## config.mk

```make
export PLATFORM = sky130hd
export DESIGN_NAME = memByteSequencer
export DESIGN_NICKNAME = d
export VERILOG_FILES = /design/src/logic/memCtrlPkg.sv /design/src/logic/memByteSequencer.sv
export VERILOG_INCLUDE_DIRS = /design/src /design/src/logic
export SDC_FILE = /design/constraint.sdc
export NUM_CORES = 1
export LEC_CHECK = 0
export BUFFER_PORTS_ARGS = -buffer_cell sky130_fd_sc_hd__buf_2
export CORE_MARGIN = 1
export CORE_UTILIZATION = 40
export CTS_CLUSTER_DIAMETER = 120
export CTS_CLUSTER_SIZE = 25
export DETAILED_ROUTE_END_ITERATION = 8
export PLACE_DENSITY = 0.74
export SLEW_MARGIN = 25
export SYNTH_ARGS = -nofsm -noshare
export SYNTH_HDL_FRONTEND = slang
export SYNTH_SLANG_ARGS = --single-unit
```

## constraint.sdc

```tcl
create_clock -name clk -period 2.35 [get_ports clk]
set_clock_uncertainty 0.15 [all_clocks]
set_input_delay 0.235 -clock clk [delete_from_list [all_inputs] [get_ports clk]]
set_output_delay 0.235 -clock clk [all_outputs]
set_load 0.1 [all_outputs]
```

## src/logic/memCtrl_consts.svh

```systemverilog
`ifndef MEM_CTRL_CONSTS_SVH
`define MEM_CTRL_CONSTS_SVH

// byte address width seen by both ports
`define MEM_ADDR_W 16

// bytes of on-chip RAM, a power of two
`define MEM_DEPTH 1024

// load, store and fetch word width
`define MEM_WORD_W 32

`endif

```

## src/logic/memCtrlPkg.sv

```systemverilog
`include "memCtrl_consts.svh"

package memCtrlPkg;

    // number of bytes moved by one request
    typedef enum logic [1:0] {
        sizeByte = 2'd0,
        sizeHalf = 2'd1,
        sizeWord = 2'd2
    } accessSize;

    // word-level request from the fetch or data side
    typedef struct packed {
        logic                   valid;
        logic                   write;
        accessSize              size;
        logic [`MEM_ADDR_W-1:0] addr;
        logic [`MEM_WORD_W-1:0] wdata;
    } memReq;

    typedef struct packed {
        logic                   done;
        logic                   busy;
        logic [`MEM_WORD_W-1:0] rdata;
    } memResp;

    // one byte cycle on the RAM
    typedef struct packed {
        logic                   en;
        logic                   write;
        logic [`MEM_ADDR_W-1:0] addr;
        logic [7:0]             wdata;
    } ramCmd;

endpackage

```

## src/logic/memByteSequencer.sv

```systemverilog
`include "memCtrl_consts.svh"

module memByteSequencer (
    input  logic                   clk,
    input  logic                   rst,
    input  logic                   rdy,
    input  memCtrlPkg::memReq      grantReq,
    input  logic [7:0]             ramRdata,
    output memCtrlPkg::ramCmd      ramCmd,
    output logic                   seqDone,
    output logic [`MEM_WORD_W-1:0] seqRdata
);
    logic [2:0]             stage;
    logic [2:0]             byteCount;
    logic [2:0]             lastStage;
    logic [1:0]             laneSel;
    logic                   active;
    logic                   capture;
    logic [23:0]            asmReg;
    logic [`MEM_WORD_W-1:0] heldWord;

    always_comb begin
        case (grantReq.size)
            memCtrlPkg::sizeByte: begin
                byteCount = 3'd1;
            end
            memCtrlPkg::sizeHalf: begin
                byteCount = 3'd2;
            end
            default: begin
                byteCount = 3'd4;
            end
        endcase
    end

    // loads need one extra stage for the last RAM read to come back
    assign lastStage = grantReq.write ? byteCount - 3'd1 : byteCount;
    assign active    = grantReq.valid && rdy;
    assign seqDone   = active && (stage == lastStage);

    always_comb begin
        ramCmd.en    = active && (stage < byteCount);
        ramCmd.write = grantReq.write;
        ramCmd.addr  = grantReq.addr + `MEM_ADDR_W'(stage);
        ramCmd.wdata = grantReq.wdata[{stage[1:0], 3'b000} +: 8];
    end

    always_ff @(posedge clk) begin
        if (rst) begin
            stage <= '0;
        end else if (rdy) begin
            if (!grantReq.valid || stage == lastStage) begin
                stage <= '0;
            end else begin
                stage <= stage + 3'd1;
            end
        end
    end

    // byte of stage-1 is on ramRdata now
    assign laneSel = 2'(stage - 3'd1);
    assign capture = active && !grantReq.write && stage != 3'd0 && stage != lastStage;

    always_ff @(posedge clk) begin
        if (capture) begin
            case (laneSel)
                2'd0: begin
                    asmReg[7:0] <= ramRdata;
                end
                2'd1: begin
                    asmReg[15:8] <= ramRdata;
                end
                default: begin
                    asmReg[23:16] <= ramRdata;
                end
            endcase
        end
    end

    assign heldWord = {8'h00, asmReg};

    // last lane straight from the RAM, zero above the access size
    always_comb begin
        for (int i = 0; i < `MEM_WORD_W / 8; i++) begin
            if (grantReq.write) begin
                seqRdata[8*i +: 8] = 8'h00;
            end else if (i + 1 < int'(byteCount)) begin
                seqRdata[8*i +: 8] = heldWord[8*i +: 8];
            end else if (i + 1 == int'(byteCount)) begin
                seqRdata[8*i +: 8] = ramRdata;
            end else begin
                seqRdata[8*i +: 8] = 8'h00;
            end
        end
    end

endmodule

```

==> impl_table.tex <==
\begin{tabular}{lr}
\hline
Metric & Value \\
\hline
\multicolumn{2}{l}{\textbf{Timing}} \\
Slew at the pin closest to its max-slew limit & 0.518 ns \\
Setup total negative slack & -0.115 ns \\
Final min period & 2.42 ns \\
Final Hold Viols & 0 \\
Setup repair after global routing missed its margin & yes \\
Max Clock Freq & 413 MHz \\
Relative max-transition margin & 65.7\% \\
Number of max-slew violations in the final report & 0 \\
Setup ws final & -0.0727 ns \\
Post-route fraction of the period consumed by the critical path & 103\% \\
Final setup fails & 4 \\
\multicolumn{2}{l}{\textbf{Synthesis}} \\
Top cell type's share of synthesized area & 34.1\% \\
Number of enable-type register cells in the synthesized netlist & 24 \\
Synthesized instance count & 213 \\
Proportion of register bits with asynchronous set or reset after synthesis & 0\% \\
Count of warnings emitted by yosys & 0 \\
Cell area after synthesis & 2110 µm² \\
Per-instance average area after synthesis & 9.91 µm² \\
Top post-synthesis cells by area & sky130\_fd\_sc\_hd\_\_edfxtp\_1 (34\%), sky130\_fd\_sc\_hd\_\_mux4\_2 (8.5\%), sky130\_fd\_sc\_hd\_\_a21oi\_1 (7.4\%) \\
Top flip-flop cell by instance count after synthesis & sky130\_fd\_sc\_hd\_\_edfxtp\_1 \\
Number of unique standard cell types used by synthesis & 41 \\
Dominant cell type by area after synthesis & sky130\_fd\_sc\_hd\_\_edfxtp\_1 \\
Synth Net Count & 289 \\
Post-synthesis sequential element count & 27 \\
Sequential element share of the synthesized area & 37.0\% \\
\multicolumn{2}{l}{\textbf{Final layout}} \\
Post-Layout Cell Count & 418 \\
Fraction of final layout cells with drive strength greater than 1 & 62.6\% \\
Number of nets in the finished design & 425 \\
Area growth, synth to finish & 93.5\% \\
Count of inserted antenna diode cells & 0 \\
FF/Latch Area & 786 µm² \\
Multi-input gate area in the final layout & 1770 µm² \\
Number of fill cells & 303 \\
Final instance area & 4090 µm² \\
\multicolumn{2}{l}{\textbf{Worst setup path}} \\
Nature of the critical path endpoint & output pin \\
Slowest cell delay on critical path & 0.37 ns \\
Worst Setup SP & stage[1]\$\_SDFFE\_PP0P\_ \\
Critical path launch point type & flip-flop \\
Critical-path cell list & buf\_4 -> fa\_2 -> a21oi\_2 -> nor2b\_2 -> and3\_4 -> nand2\_4 -> xnor2\_4 -> buf\_12 \\
Destination of the critical timing path & ramCmd[22] \\
Endpoint of the lowest-slack register-to-register path & asmReg[23]\$\_DFFE\_PP\_ \\
Highest fanout seen on the critical path & 3 \\
Crit-path leading delay family & flip-flops \\
Worst path arrival time & 2.04 ns \\
Type of the worst setup path & flip-flop to output pin \\
Reg-to-Reg Start & stage[1]\$\_SDFFE\_PP0P\_ \\
Required time reported for the critical path endpoint & 1.97 ns \\
Worst reg2reg path depth & 6 \\
Cell with the biggest individual delay on the critical path & sky130\_fd\_sc\_hd\_\_dfxtp\_4 \\
Setup slack, reg-to-reg & 0.19 ns \\
Stages on the worst setup path & 8 \\
Worst path bufs/invs & 2 \\
\multicolumn{2}{l}{\textbf{Global route}} \\
Global-route wire length before repair & 10,000 µm \\
Largest net degree at the start of global routing & 21 \\
Total congestion overflow after global routing & 0 \\
Number of global-route vias before repair & 2,128 \\
Initial antenna violation count & 0 \\
GRT Resource Usage Total & 23.7\% \\
\multicolumn{2}{l}{\textbf{Detailed routing}} \\
Final Routed Wirelength & 6660 µm \\
Post-detailed-route via-to-cell ratio & 5.22 \\
Number of DRC violations after detailed routing & 0 \\
Routed wire per std cell & 15.9 µm \\
1st-iter DRT viols & 74 \\
Antenna violation net count after detailed routing & 0 \\
Number of vias in the routed layout & 2,180 \\
TritonRoute pass-1 iters & 4 \\
\multicolumn{2}{l}{\textbf{Clocking}} \\
Clock transition time at the flip-flop clock pins of the worst setup and hold paths & 0.10 ns \\
Clock tree from TritonCTS & done \\
Clk Tree Root Cell & sky130\_fd\_sc\_hd\_\_clkbuf\_8 \\
Maximum number of buffers from clock root to sink & 2 \\
TritonCTS sink count & 27 \\
Clock latency reported for the late side of the worst-skew pair & 0.27 ns \\
H-tree level count & 1 \\
Cts bufs inserted & 3 \\
\multicolumn{2}{l}{\textbf{Power}} \\
Leakage power summed over all cells & 0.00173 µW \\
Peak ir drop on the vdd network & 0.000314 V \\
Ratio of total power to cell area & 431 nW/µm² \\
\multicolumn{2}{l}{\textbf{Placed design}} \\
Routability congestion estimate & 0.763 \\
Worst slack after detailed placement & -0.0420 ns \\
Placed standard-cell area & 3890 µm² \\
Post-DP HPWL & 4860 µm \\
Port-buffer cells & 121 \\
Cell total after placement & 408 \\
\multicolumn{2}{l}{\textbf{Die}} \\
Number of top-level pins & 122 \\
Row Count & 26 \\
Chip width & 74.6 µm \\
Die footprint & 5570 µm² \\
Starting density of the core & 41.3\% \\
Die Height & 74.6 µm \\
Core Area & 5110 µm² \\
\multicolumn{2}{l}{\textbf{Outcome}} \\
Violations in the final reports & setup timing \\
Outcome & complete, but fails checks \\
\multicolumn{2}{l}{\textbf{Job}} \\
Max-capacitance violation count & 0 \\
\multicolumn{2}{l}{\textbf{Hold path}} \\
Type of the most critical hold path & primary input to flip-flop \\
\hline
\end{tabular}
## power by group
part	leakage (µW)	internal, µW	total [µW]	switching [µW]
registers	0.000241	523	525	1.94
clock network	0.0000228	121	269	148
logic	0.00146	313	967	654
## logic make-up after synthesis
logic type	Yosys count	share of synthesized area, %
mux	9	9.07
compound gates	40	10.8
fa+ha+maj	13	8.06
buf+inv	16	3.44
flops	27	37.0
xor+xnor	16	6.64
simple gates	92	25.0
## synthesized netlist by cell type, types with 2 or more instances
| cell | number |
|---|---|
| sky130_fd_sc_hd__and2_1 | 9 |
| sky130_fd_sc_hd__mux4_2 | 8 |
| sky130_fd_sc_hd__edfxtp_1 | 24 |
| sky130_fd_sc_hd__a21oi_1 | 31 |
| sky130_fd_sc_hd__xor2_1 | 5 |
| sky130_fd_sc_hd__nor2b_1 | 4 |
| sky130_fd_sc_hd__inv_1 | 4 |
| sky130_fd_sc_hd__nand2b_1 | 13 |
| sky130_fd_sc_hd__dfxtp_1 | 3 |
| sky130_fd_sc_hd__ha_1 | 12 |
| sky130_fd_sc_hd__nand2_1 | 23 |
| sky130_fd_sc_hd__and3_1 | 11 |
| sky130_fd_sc_hd__o211ai_1 | 2 |
| sky130_fd_sc_hd__nor2_1 | 9 |
| sky130_fd_sc_hd__nand3_2 | 2 |
| sky130_fd_sc_hd__and3_2 | 2 |
| sky130_fd_sc_hd__clkbuf_1 | 3 |
| sky130_fd_sc_hd__xnor2_1 | 11 |
| sky130_fd_sc_hd__nand3_1 | 9 |
| sky130_fd_sc_hd__buf_2 | 4 |
| sky130_fd_sc_hd__and4_1 | 3 |
| sky130_fd_sc_hd__buf_4 | 2 |
## metal layers
layer | up-vias | global-route usage [%] | routed length, µm
met3 | 11 | 2.68 | 347
met5 | - | 0 | 0
met2 | 103 | 42.7 | 3660
li1 | 1040 | - | -
met1 | 1026 | 30.1 | 2570
met4 | 0 | 6.50 | 83
## what timing repair did
action / 4_1_cts / 5_1_grt
endpoints found under the hold margin: 3 / 0
hold buffers: 1 / 0
gates resized for setup: 14 / 7
buffers inserted: 3 / 2
setup endpoints to repair: 10 / 13
pin swaps: 5 / 5
## stage by stage
step           util, %  power (µW)  hold slack (ns)
6_report          80.0        1760           0.0898
3_3_place_gp      76.1        1470            0.269
3_5_place_dp      76.1        1490            0.269
4_1_cts           78.9        1750           0.0971
5_1_grt           80.0        1810           0.0921
2_1_floorplan        -        1180            0.147
## final cells by class
type / instances / area share [%]
clock buffer: 4 / 1.10
inverter: 6 / 0.766
tap: 70 / 2.14
sequential: 27 / 19.2
multi-input combinational: 170 / 43.3
timing repair buffer: 141 / 33.4
## flip-flops by register name, summed over array words and instances (netlist names)
register,flops
asmReg,24
stage,3
## cell usage in the layout, fill, tap and decap left out, types with 3 or more instances in the layout
cell type / n
sky130_fd_sc_hd__clkbuf_8: 3
sky130_fd_sc_hd__inv_1: 4
sky130_fd_sc_hd__ha_4: 4
sky130_fd_sc_hd__nand2_4: 4
sky130_fd_sc_hd__nand2_1: 19
sky130_fd_sc_hd__xor2_4: 4
sky130_fd_sc_hd__nand2b_1: 13
sky130_fd_sc_hd__and2_1: 9
sky130_fd_sc_hd__buf_2: 81
sky130_fd_sc_hd__xnor2_4: 8
sky130_fd_sc_hd__and3_1: 11
sky130_fd_sc_hd__ha_1: 8
sky130_fd_sc_hd__edfxtp_1: 24
sky130_fd_sc_hd__a21oi_2: 4
sky130_fd_sc_hd__buf_4: 17
sky130_fd_sc_hd__nand3_1: 8
sky130_fd_sc_hd__a21oi_4: 8
sky130_fd_sc_hd__a21oi_1: 19
sky130_fd_sc_hd__mux4_2: 8
sky130_fd_sc_hd__buf_12: 40
sky130_fd_sc_hd__nor2_2: 8
## worst min-delay path by stage
stage,start,endpoint,cells after the start
finish,ramRdata[1],asmReg[9]$_DFFE_PP_,1
global route,ramRdata[1],asmReg[9]$_DFFE_PP_,1
CTS,ramRdata[1],asmReg[9]$_DFFE_PP_,1
detailed placement,rst,stage[0]$_SDFFE_PP0P_,2
global placement,rst,stage[1]$_SDFFE_PP0P_,2
floorplan,rst,stage[0]$_SDFFE_PP0P_,1
Note: power is estimated with default switching activity, not from simulation.
