$ cat config.mk
export PLATFORM = sky130hd
export DESIGN_NAME = memPortArbiter
export DESIGN_NICKNAME = d
export VERILOG_FILES = /design/src/logic/memCtrlPkg.sv /design/src/logic/memPortArbiter.sv
export VERILOG_INCLUDE_DIRS = /design/src /design/src/logic
export SDC_FILE = /design/constraint.sdc
export NUM_CORES = 1
export LEC_CHECK = 0
export ABC_CLOCK_PERIOD_IN_PS = 2600
export BUFFER_PORTS_ARGS = -buffer_cell sky130_fd_sc_hd__buf_2
export CORE_AREA = 5 5 98 100
export CTS_CLUSTER_SIZE = 30
export DETAILED_ROUTE_END_ITERATION = 8
export DIE_AREA = 0 0 103 105
export PLACE_DENSITY_LB_ADDON = 0.25
export RECOVER_POWER = 50
export SLEW_MARGIN = 20
export SYNTH_ARGS = -nofsm -noshare
export SYNTH_HDL_FRONTEND = slang
export SYNTH_SLANG_ARGS = --single-unit
$ cat constraint.sdc
create_clock -name clk -period 2.6 [get_ports clk]
set_input_delay 0.39 -clock clk [delete_from_list [all_inputs] [get_ports clk]]
set_output_delay 0.39 -clock clk [all_outputs]
set_load 0.02 [all_outputs]
$ cat src/logic/memCtrl_consts.svh
`ifndef MEM_CTRL_CONSTS_SVH
`define MEM_CTRL_CONSTS_SVH

// byte address width seen by both ports
`define MEM_ADDR_W 16

// bytes of on-chip RAM, a power of two
`define MEM_DEPTH 1024

// load, store and fetch word width
`define MEM_WORD_W 32

`endif

$ cat src/logic/memCtrlPkg.sv
`include "memCtrl_consts.svh"

package memCtrlPkg;

    // number of bytes moved by one request
    typedef enum logic [1:0] {
        sizeByte = 2'd0,
        sizeHalf = 2'd1,
        sizeWord = 2'd2
    } accessSize;

    // word-level request from the fetch or data side
    typedef struct packed {
        logic                   valid;
        logic                   write;
        accessSize              size;
        logic [`MEM_ADDR_W-1:0] addr;
        logic [`MEM_WORD_W-1:0] wdata;
    } memReq;

    typedef struct packed {
        logic                   done;
        logic                   busy;
        logic [`MEM_WORD_W-1:0] rdata;
    } memResp;

    // one byte cycle on the RAM
    typedef struct packed {
        logic                   en;
        logic                   write;
        logic [`MEM_ADDR_W-1:0] addr;
        logic [7:0]             wdata;
    } ramCmd;

endpackage

$ cat src/logic/memPortArbiter.sv
`include "memCtrl_consts.svh"

module memPortArbiter (
    input  logic                   clk,
    input  logic                   rst,
    input  logic                   rdy,
    input  memCtrlPkg::memReq      fetchReq,
    input  memCtrlPkg::memReq      dataReq,
    input  logic                   seqDone,
    input  logic [`MEM_WORD_W-1:0] seqRdata,
    output memCtrlPkg::memReq      grantReq,
    output logic                   grantIsData,
    output memCtrlPkg::memResp     fetchResp,
    output memCtrlPkg::memResp     dataResp
);
    typedef enum logic [1:0] {
        arbIdle,
        arbFetch,
        arbData
    } arbState;

    arbState state;

    always_ff @(posedge clk) begin
        if (rst) begin
            state <= arbIdle;
        end else if (rdy) begin
            case (state)
                arbIdle: begin
                    // data side wins a tie
                    if (dataReq.valid) begin
                        state <= arbData;
                    end else if (fetchReq.valid) begin
                        state <= arbFetch;
                    end
                end
                default: begin
                    if (seqDone) begin
                        state <= arbIdle;
                    end
                end
            endcase
        end
    end

    assign grantIsData = (state == arbData);

    always_comb begin
        case (state)
            arbData: begin
                grantReq = dataReq;
            end
            arbFetch: begin
                // fetch is always a word read
                grantReq       = fetchReq;
                grantReq.write = 1'b0;
                grantReq.size  = memCtrlPkg::sizeWord;
            end
            default: begin
                grantReq = '0;
            end
        endcase
    end

    always_comb begin
        fetchResp.done  = seqDone && (state == arbFetch);
        fetchResp.rdata = (state == arbFetch) ? seqRdata : '0;
        fetchResp.busy  = (state == arbFetch) || (fetchReq.valid && state != arbIdle);
        dataResp.done   = seqDone && grantIsData;
        dataResp.rdata  = grantIsData ? seqRdata : '0;
        dataResp.busy   = grantIsData || (dataReq.valid && state != arbIdle);
    end

endmodule

==> metrics, run 1 <==
switching power share of the total=0.474; CTS buffer count=3; Startpoint Class=flip-flop; PD cells=239 mW/mm^2; via/cell ratio=4.24; Post-Route M1 WL=2.87 mm; Final Non-Filler Cells=565; Worst EP required=2.21 ns; hold path start=rst; Slew Viols, Final=0; Int Power=0.000357 W; register bit total from synthesis=2; layout cells sized above 1=0.531; post-route cell area=0.00284 mm^2; Worst Hold End=state[1]$_SDFFE_PP0P_; area of the multi-input gates=0.00134 mm^2; DR iter-0 viols=48; Total Routed Length=8.04 mm; top sig layer=met5; dpl cells=561; top post-synthesis cells by area=and2_1, nor2b_1, a22oi_2; RR Startpoint=state[1]$_SDFFE_PP0P_; status=complete, no violations; DP Wirelength=6.90 mm; Setup Fix Bufs, Post-CTS=0; RSZ-0062 raised after global routing=false; Core Area=0.00859 mm^2; DRT antenna net count=0; Reg clk slew, reported paths=0.03 ns; initial antenna violation count=3; Tcrit/Tclk final=0.846; overall power=0.000679 W; Final Core Density=0.330; area grow syn2layout=82.8%; Worst-Margin Slew=0.467 ns; die area=0.0108 mm^2; Syn Area/Cell=7.29 um^2; Worst setup EP type=output pin; Synth cell types=19; Hold Path Depth=2; post-DR wirelength/cell=14.2 um; maximum vdd drop=0.000247 V; leakage power=1.44 nW; CP Class=reg2out; nets@finish=602; H-Tree Depth=1; total track usage=0.127; Placed Instance Area=0.00285 mm^2; cts-stage hold buffer count=0; clock group share of total power=0.176; critical path fanouts, max=49; leading area contributor after synthesis=and2_1; worst rel slew slack=0.688; vias in the first global route=2,279; maxcap violations=0; yosys warns=0; clk_lat worst skew=0.21 ns; Die Height=105 um; Flop pwr share=0.055; chip width=103 um; drt pass-1 iters=4; critical path, cell by cell=inv_1 -> ha_2 -> buf_4 -> a22oi_1 -> nor2b_1 -> buf_2; DR WL met3=1.07 mm; Top Registers=state x2; combinational share of power=0.770; GPL Wtd Cong=0.814; Biggest register=state; Mapped Area=0.00155 mm^2; routed vias=2,396; NetSw=0.000322 W; Hold Vio Cnt, Final=0; cts repair resizes=0; # clock sinks=2; critical path's largest stage delay=0.38 ns; Critical R2R Capture=state[0]$_SDFFE_PP0P_; crit path time final=2.20 ns; number of buffers added on ports=257; Initial Utilization=0.181; slowest stage cell, crit path=buf_4; Worst R2R Setup Slack=1.18 ns; Final setup viols=0; f_max=0.455 GHz; setup_tns=0 ns; R2R depth=5; drc violations=0; max FFs per register=2; WL met2=4.01 mm; clock tree from TritonCTS=done; Synth Instances=213; skew final=0.00147 ns; first-pass GRT wire length=11.3 mm; Fill cells=966; top-area cell type share of the netlist area=0.270; maximum clock insertion buffer count=2; largest net degree at the start of global routing=50; Mapped Nets=357; gr ovfl total=0; num ports=261; Root Buffer=clkbuf_8; Rows=34; FF/Latch Area=40.0 um^2; crit path DAT=1.81 ns; Min-Delay Path Class=in2reg; sequential share of the synthesized area=0.0258
-- layer usage --
| metal | vias to the layer above | global-route usage |
|---|---|---|
| li1 | 1215 | - |
| met1 | 1038 | 0.136 |
| met2 | 129 | 0.243 |
| met3 | 10 | 0.0406 |
| met4 | 4 | 0.0167 |
| met5 | - | 0 |
-- synthesized netlist by cell type --
| library cell | instances |
|---|---|
| buf_8 | 1 |
| buf_6 | 8 |
| inv_1 | 3 |
| nand2_1 | 3 |
| ha_1 | 4 |
| and2_1 | 67 |
| and3_1 | 2 |
| a211oi_1 | 1 |
| o21ai_0 | 4 |
| nor2b_1 | 51 |
| a21oi_1 | 3 |
| a22oi_2 | 20 |
| o211ai_1 | 1 |
| dfxtp_1 | 2 |
| a22oi_1 | 29 |
| buf_4 | 1 |
| clkbuf_1 | 5 |
| buf_2 | 2 |
| clkbuf_2 | 6 |
-- through the flow --
stage	hold slack (ns)	worst slack (ns)
CTS	0.348	0.398
finish	0.354	0.401
global placement	0.540	0.658
detailed placement	0.551	0.628
floorplan	0.459	0.830
global route	0.362	0.215
-- layout by cell type (no fill, tap or decap), drive strengths merged, types with 2 or more instances in the layout --
cell type	Yosys	routed
a21oi	3	3
a22oi	49	49
and2	67	67
and3	2	2
buf	12	217
clkbuf	11	49
dfxtp	2	2
ha	4	4
inv	3	3
nand2	3	3
nor2b	51	51
o21ai	4	4
-- worst max-delay path, delay by kind of cell, from the launching register on --
kind	cells	cell delay [ns]
AND/OR/NAND/NOR	1	0.15
buffers and inverters	3	0.69
adder cells (fa/ha/maj)	1	0.18
flip-flops	1	0.36
AO/OA/AOI/OAI	1	0.19
-- cells by family (layout without fill, tap and decap cells) --
logic type	after synthesis	after routing	share of synthesized area
fa+ha+maj	4	4	0.0322
other cells	0	1	0
flops	2	2	0.0258
compound gates	58	58	0.334
simple gates	123	123	0.491
buf+inv	26	269	0.118
-- how the worst max path moves through the flow --
stage / cells past startpoint / startpoint / to / slack [ns]
after floorplan: 4 / state[1]$_SDFFE_PP0P_ / grantReq[0] / 0.83
after global placement: 6 / state[1]$_SDFFE_PP0P_ / grantReq[11] / 0.66
after detailed placement: 6 / state[1]$_SDFFE_PP0P_ / grantReq[11] / 0.63
after CTS: 6 / state[1]$_SDFFE_PP0P_ / grantReq[11] / 0.40
after global routing: 6 / state[1]$_SDFFE_PP0P_ / grantReq[11] / 0.21
final: 6 / state[1]$_SDFFE_PP0P_ / grantReq[11] / 0.40
-- power groups by stage --
stage | Combinational, W | Sequential [W] | Clock (W)
floorplan | 0.000335 | 0.0000362 | 0
global placement | 0.000531 | 0.0000372 | 0
detailed placement | 0.000536 | 0.0000376 | 0
CTS | 0.000537 | 0.0000372 | 0.000124
global route | 0.000571 | 0.0000379 | 0.000130
finish | 0.000523 | 0.0000372 | 0.000119
-- cell type report --
type | count | share of cell area
Antenna cell | 1 | 0.000881
Clock buffer | 3 | 0.0145
Inverter | 3 | 0.00397
Multi-Input combinational cell | 185 | 0.470
Sequential cell | 2 | 0.0141
Tap cell | 108 | 0.0476
Timing Repair Buffer | 263 | 0.449
Power figures use the tool's default switching activity.
==> run 2, diff against run 1 <==
--- a/config.mk
+++ b/config.mk
@@ -6,12 +6,12 @@
 export SDC_FILE = /design/constraint.sdc
 export NUM_CORES = 1
 export LEC_CHECK = 0
-export ABC_CLOCK_PERIOD_IN_PS = 2600
+export ABC_CLOCK_PERIOD_IN_PS = 1850
 export BUFFER_PORTS_ARGS = -buffer_cell sky130_fd_sc_hd__buf_2
-export CORE_AREA = 5 5 98 100
+export CORE_AREA = 5 5 99 101
 export CTS_CLUSTER_SIZE = 30
 export DETAILED_ROUTE_END_ITERATION = 8
-export DIE_AREA = 0 0 103 105
+export DIE_AREA = 0 0 104 106
 export PLACE_DENSITY_LB_ADDON = 0.25
 export RECOVER_POWER = 50
 export SLEW_MARGIN = 20
==> constraint.sdc (replaced) <==
create_clock -name clk -period 1.85 [get_ports clk]
set_input_delay 0.2775 -clock clk [delete_from_list [all_inputs] [get_ports clk]]
set_output_delay 0.2775 -clock clk [all_outputs]
set_load 0.02 [all_outputs]
==> run 2 against run 1 <==
Net effect:
- cell count grew 2.1%
- sequential power increased by 44%
- sequential share of layout area about the same
- critical endpoint is now grantReq[43]
- clock skew is essentially flat
- clock-buffer cell count is the same
- die area grew 1.9%
- largest power group unchanged
- routed wire length up 5.8%
- clock power rose by 49%
- first-iteration DRC count up 81%
- design area grew 13%
- utilization rose by 2.9 points
==> metrics, run 2 (synthesized netlist as in run 1, its figures left out) <==
status=complete, no violations; Hold Vio Cnt, Final=0 (unchanged); drc violations=0 (unchanged); RSZ-0062 raised after global routing=true; Initial Utilization=0.174 (-0.00688); DR iter-0 viols=87 (+81%); number of buffers added on ports=257 (unchanged); slowest stage cell, crit path=dfxtp_4; gr ovfl total=0 (unchanged); # clock sinks=2 (unchanged); largest delay contributor family on the critical path=buffers and inverters; Final Core Density=0.360 (+0.0292); f_max=0.556 GHz; critical path's largest stage delay=0.38 ns (about the same); Worst EP required=1.57 ns (-0.64 ns); CP Class=reg2out; Reg clk slew, reported paths=0.03 ns (about the same); GPL Wtd Cong=0.820 (+0.74%); Fill cells=978 (+1.2%); maxcap violations=0 (unchanged); clk_lat worst skew=0.22 ns (about the same); worst rel slew slack=0.815 (+0.127); Worst setup EP type=output pin; pre-CTS WS=0.146 ns (-0.482 ns); PD cells=349 mW/mm^2 (+46%); total track usage=0.132 (+0.00471); Final setup viols=0 (unchanged); diode count=0 (-1); Top Registers=state x2; most common cell after layout, fill and taps aside=buf_2; FF/Latch Area=45.0 um^2 (+12%); nets@finish=612 (+1.7%); Total Routed Length=8.50 mm (+5.8%); routed vias=2,500 (+4.3%); max FFs per register=2 (unchanged); crit path DAT=1.52 ns (-0.29 ns); area grow syn2layout=107%; Slew Viols, Final=0 (unchanged); drt pass-1 iters=4 (unchanged); first-pass GRT wire length=12.3 mm (+8.3%); die area=0.0110 mm^2 (+1.9%); maximum clock insertion buffer count=2 (unchanged); Die Height=106 um (+0.95%); DP Wirelength=6.60 mm (-4.3%); area of the multi-input gates=0.00138 mm^2 (+3.2%); Root Buffer=clkbuf_8; DRT antenna net count=0 (unchanged); setup_tns=0 ns (unchanged); commonest non-fill, non-tap cells in the layout=buf_2, and2_1, nor2b_1; post-DR wirelength/cell=14.7 um (+3.6%); via/cell ratio=4.33 (+2.2%); Core Area=0.00893 mm^2 (+4.0%); Startpoint Class=flip-flop; maximum vdd drop=0.000229 V (-7.0%); skew final=0.00126 ns (-0.000212 ns); layout cells sized above 1=0.648 (+0.117); worst path bufs/invs=4 (+1); critical path fanouts, max=11 (-78%); initial antenna violation count=0 (-3); Min-Delay Path Class=in2reg; leakage power=1.75 nW (+21%); Tcrit/Tclk final=0.972; vias in the first global route=2,533 (+11%); cts-stage hold buffer count=0 (unchanged); Biggest register=state; chip width=104 um (+0.97%); critical path, cell by cell=inv_6 -> ha_4 -> buf_12 -> clkbuf_16 -> a22oi_1 -> nor2b_1 -> buf_2; clock tree from TritonCTS=done; final worst setup slack=0.0514 ns (-0.350 ns); Rows=35 (+2.9%); CTS buffer count=3 (unchanged); H-Tree Depth=1 (unchanged); Worst-Margin Slew=0.278 ns (-0.189 ns); crit path time final=1.80 ns; num ports=261 (unchanged); largest net degree at the start of global routing=40 (-20%)
-- run 2: cell types whose count changed in the layout (fill, tap and decap cells not counted), moves of 3 or more --
cell,before,now
clkbuf_1,46,3
buf_2,211,250
and2_0,9,0
and2_1,58,67
buf_12,0,6
clkbuf_16,0,3
ha_4,0,3
-- run 2: layout make-up --
class	instances	share of cell area
Clock buffer	3	0.0129
Timing Repair Buffer	273	0.496
Inverter	3	0.00506
Sequential cell	2	0.0140
Multi-Input combinational cell	185	0.429
Tap cell	111	0.0432
-- run 2: repair_timing --
item                                    CTS  global route
setup buffers                             0             3
pin swaps                                 0             3
resized for setup                         8            11
cloned                                    2             3
endpoints found under the setup margin   49            37
-- run 2: metal layers --
layer / GRT usage / up-vias / share of wire
li1: - / 1237 / -
met1: 0.140 / 1102 / 0.36
met2: 0.256 / 149 / 0.53
met3: 0.0334 / 12 / 0.091
met4: 0.0324 / 0 / 0.019
met5: 0 / - / 0
-- run 2: through the flow --
stage	cells	total power, W	instance area (um^2)	hold slack [ns]
2_1_floorplan	213	0.000522	1550	0.347
3_3_place_gp	566	0.000842	2930	0.463
3_5_place_dp	566	0.000850	2930	0.462
4_1_cts	571	0.00109	3080	0.232
5_1_grt	577	0.00121	3210	0.241
6_report	577	0.00112	3210	0.231
-- run 2: report_power, final --
group,switching (W),total (W),leakage [nW],internal [W]
sequential,0.00000628,0.0000534,0.0175,0.0000471
combinational,0.000454,0.000890,1.71,0.000436
clock,0.0000394,0.000177,0.0216,0.000138
-- run 2: worst paths after layout --
path | to | from | slack (ns) | cells past startpoint
hold / removal | state[1]$_SDFFE_PP0P_ | rst | 0.23 | 2
hold reg to reg | state[0]$_SDFFE_PP0P_ | state[0]$_SDFFE_PP0P_ | 0.56 | 2
setup reg to reg | state[0]$_SDFFE_PP0P_ | state[1]$_SDFFE_PP0P_ | 0.62 | 5
setup / recovery | grantReq[43] | state[0]$_SDFFE_PP0P_ | 0.05 | 7
==> run 3, diff against run 2 <==
--- a/config.mk
+++ b/config.mk
@@ -12,8 +12,9 @@
 export CTS_CLUSTER_SIZE = 30
 export DETAILED_ROUTE_END_ITERATION = 8
 export DIE_AREA = 0 0 104 106
-export PLACE_DENSITY_LB_ADDON = 0.25
+export PLACE_DENSITY = 0.57
 export RECOVER_POWER = 50
+export REMOVE_ABC_BUFFERS = 1
 export SLEW_MARGIN = 20
 export SYNTH_ARGS = -nofsm -noshare
 export SYNTH_HDL_FRONTEND = slang
==> constraint.sdc (replaced) <==
create_clock -name clk -period 1.85 [get_ports clk]
set_input_delay 0.2775 -clock clk [delete_from_list [all_inputs] [get_ports clk]]
set_output_delay 0.2775 -clock clk [all_outputs]
set_load 0.01 [all_outputs]
==> run 3 against run 2 <==
Net effect:
- power decreased by 13%
- critical path depth down 1
- worst setup slack better by 0.055 ns
- first-iteration DRC count up 31%
- sequential power increased by 1%
- sequential share of layout area increased by 0.074 points
- critical endpoint is now grantReq[2]
- fmax increased by 3.1%
- clock-buffer cell count stayed put
- via count is 1.6% lower
- highest routed layer unchanged
==> metrics, run 3 (synthesized netlist as in run 1, its figures left out) <==
cts-stage hold buffer count=0 (unchanged); post-route cell area=0.00305 mm^2 (-5.0%); vias in the first global route=2,349 (-7.3%); layout cells sized above 1=0.558 (-0.0896); Initial Utilization=0.174 (unchanged); R2R depth=5 (unchanged); DRT antenna net count=0 (unchanged); skew final=0.0000890 ns (-0.00117 ns); DR iter-0 viols=114 (+31%); hold path start=rst; setup_tns=0 ns (unchanged); critical path's largest stage delay=0.33 ns (-0.05 ns); slowest stage cell, crit path=dfxtp_2; max FFs per register=2 (unchanged); maxcap violations=0 (unchanged); post-DR wirelength/cell=13.8 um (-6.7%); die area=0.0110 mm^2 (unchanged); status=complete, no violations; routed vias=2,461 (-1.6%); Rows=35 (unchanged); drc violations=0 (unchanged); maximum vdd drop=0.000281 V (+22%); diode count=0 (unchanged); Biggest register=state; Reg clk slew, reported paths=0.03 ns (about the same); largest delay contributor family on the critical path=buffers and inverters; commonest non-fill, non-tap cells in the layout=buf_2, and2_1, nor2b_1; nets@finish=608 (-0.65%); Worst EP required=1.57 ns (about the same); worst rel slew slack=0.836 (+0.0209); drt pass-1 iters=4 (unchanged); Core Area=0.00893 mm^2 (unchanged); worst path bufs/invs=3 (-1); critical path, cell by cell=inv_2 -> ha_4 -> buf_12 -> a22oi_1 -> nor2b_1 -> buf_2; chip width=104 um (unchanged); Worst-Margin Slew=0.243 ns (-0.0351 ns); Worst R2R Setup Slack=0.62 ns (about the same); CTS buffer count=3 (unchanged); Slew Viols, Final=0 (unchanged); # clock sinks=2 (unchanged); H-Tree Depth=1 (unchanged); area grow syn2layout=96.5%; maximum clock insertion buffer count=2 (unchanged); Die Height=106 um (unchanged); via/cell ratio=4.29 (-0.87%); gr ovfl total=0 (unchanged); PD cells=319 mW/mm^2 (-8.6%); RR Startpoint=state[0]$_SDFFE_PP0P_; RSZ-0062 raised after global routing=false; Top Registers=state x2; leakage power=1.55 nW (-11%); Total Routed Length=7.88 mm (-7.3%); crit path DAT=1.47 ns (-0.05 ns); num ports=261 (unchanged); Hold Path Depth=2 (unchanged); critical path fanouts, max=22 (+11); number of buffers added on ports=257 (unchanged); overall power=0.000973 W (-13%); CP Class=reg2out; most common cell after layout, fill and taps aside=buf_2; DP Wirelength=6.19 mm (-6.2%); Critical R2R Capture=state[0]$_SDFFE_PP0P_; Hold Vio Cnt, Final=0 (unchanged); largest net degree at the start of global routing=45 (+13%); Fill cells=980 (+0.20%); Worst Hold End=state[1]$_SDFFE_PP0P_; Final setup viols=0 (unchanged); Tcrit/Tclk final=0.943 (-0.0296); crit path time final=1.74 ns (-0.0548 ns); Min-Delay Path Class=in2reg; Root Buffer=clkbuf_8; clk_lat worst skew=0.21 ns (about the same); Startpoint Class=flip-flop; first-pass GRT wire length=11.1 mm (-9.7%); f_max=0.573 GHz (+3.1%); Worst setup EP type=output pin; GPL Wtd Cong=0.740 (-9.8%); clock tree from TritonCTS=done; Placed Instance Area=0.00292 mm^2 (-0.51%); total track usage=0.115 (-0.0172); initial antenna violation count=0 (unchanged)
run 3: layer usage:
layer  GRT usage  share of wire  wire [um]
met2       0.209           0.51       4040
met4      0.0157         0.0024         19
met5           0              0          0
met1       0.132           0.38       3000
met3      0.0376           0.10        824
run 3: through the flow:
| stage | instances | setup WS (ns) | utilization | hold WS (ns) |
|---|---|---|---|---|
| floorplan | 190 | -0.948 | - | 0.347 |
| global placement | 564 | 0.200 | 0.327 | 0.458 |
| detailed placement | 564 | 0.176 | 0.327 | 0.462 |
| CTS | 567 | -0.0403 | 0.332 | 0.237 |
| global route | 573 | 0.00743 | 0.342 | 0.253 |
| finish | 573 | 0.106 | 0.342 | 0.237 |
run 3: how the worst max path moves through the flow:
stage / start / endpoint / slack, ns / cells past startpoint
6_report: state[0]$_SDFFE_PP0P_ / grantReq[2] / 0.11 / 6
3_5_place_dp: state[1]$_SDFFE_PP0P_ / grantReq[42] / 0.18 / 5
3_3_place_gp: state[1]$_SDFFE_PP0P_ / grantReq[48] / 0.20 / 5
4_1_cts: state[0]$_SDFFE_PP0P_ / grantReq[2] / -0.04 / 6
2_1_floorplan: state[0]$_SDFFE_PP0P_ / grantReq[51] / -0.95 / 4
5_1_grt: state[0]$_SDFFE_PP0P_ / grantReq[24] / 0.007 / 5
run 3: area by class of cell:
class	instances	area (um^2)	area share
repair buffers	269	1460	0.479
inverters	3	11.3	0.00369
multi-input cells	185	1350	0.443
well taps	111	139	0.0455
clock buffers	3	41.3	0.0135
flip-flops and latches	2	45.0	0.0148
run 3: where the power goes:
group	leakage (nW)	internal, W	switching, W
logic	1.51	0.000391	0.000358
clock network	0.0216	0.000137	0.0000323
registers	0.0175	0.0000474	0.00000680
total	1.55	0.000575	0.000397
run 3: what timing repair did:
action | CTS | global route
endpoints found under the hold margin | 0 | 0
pin swaps | 0 | 1
setup endpoints to repair | 25 | 61
cloned | 0 | 4
gates resized for setup | 2 | 7
setup buffers | 0 | 2
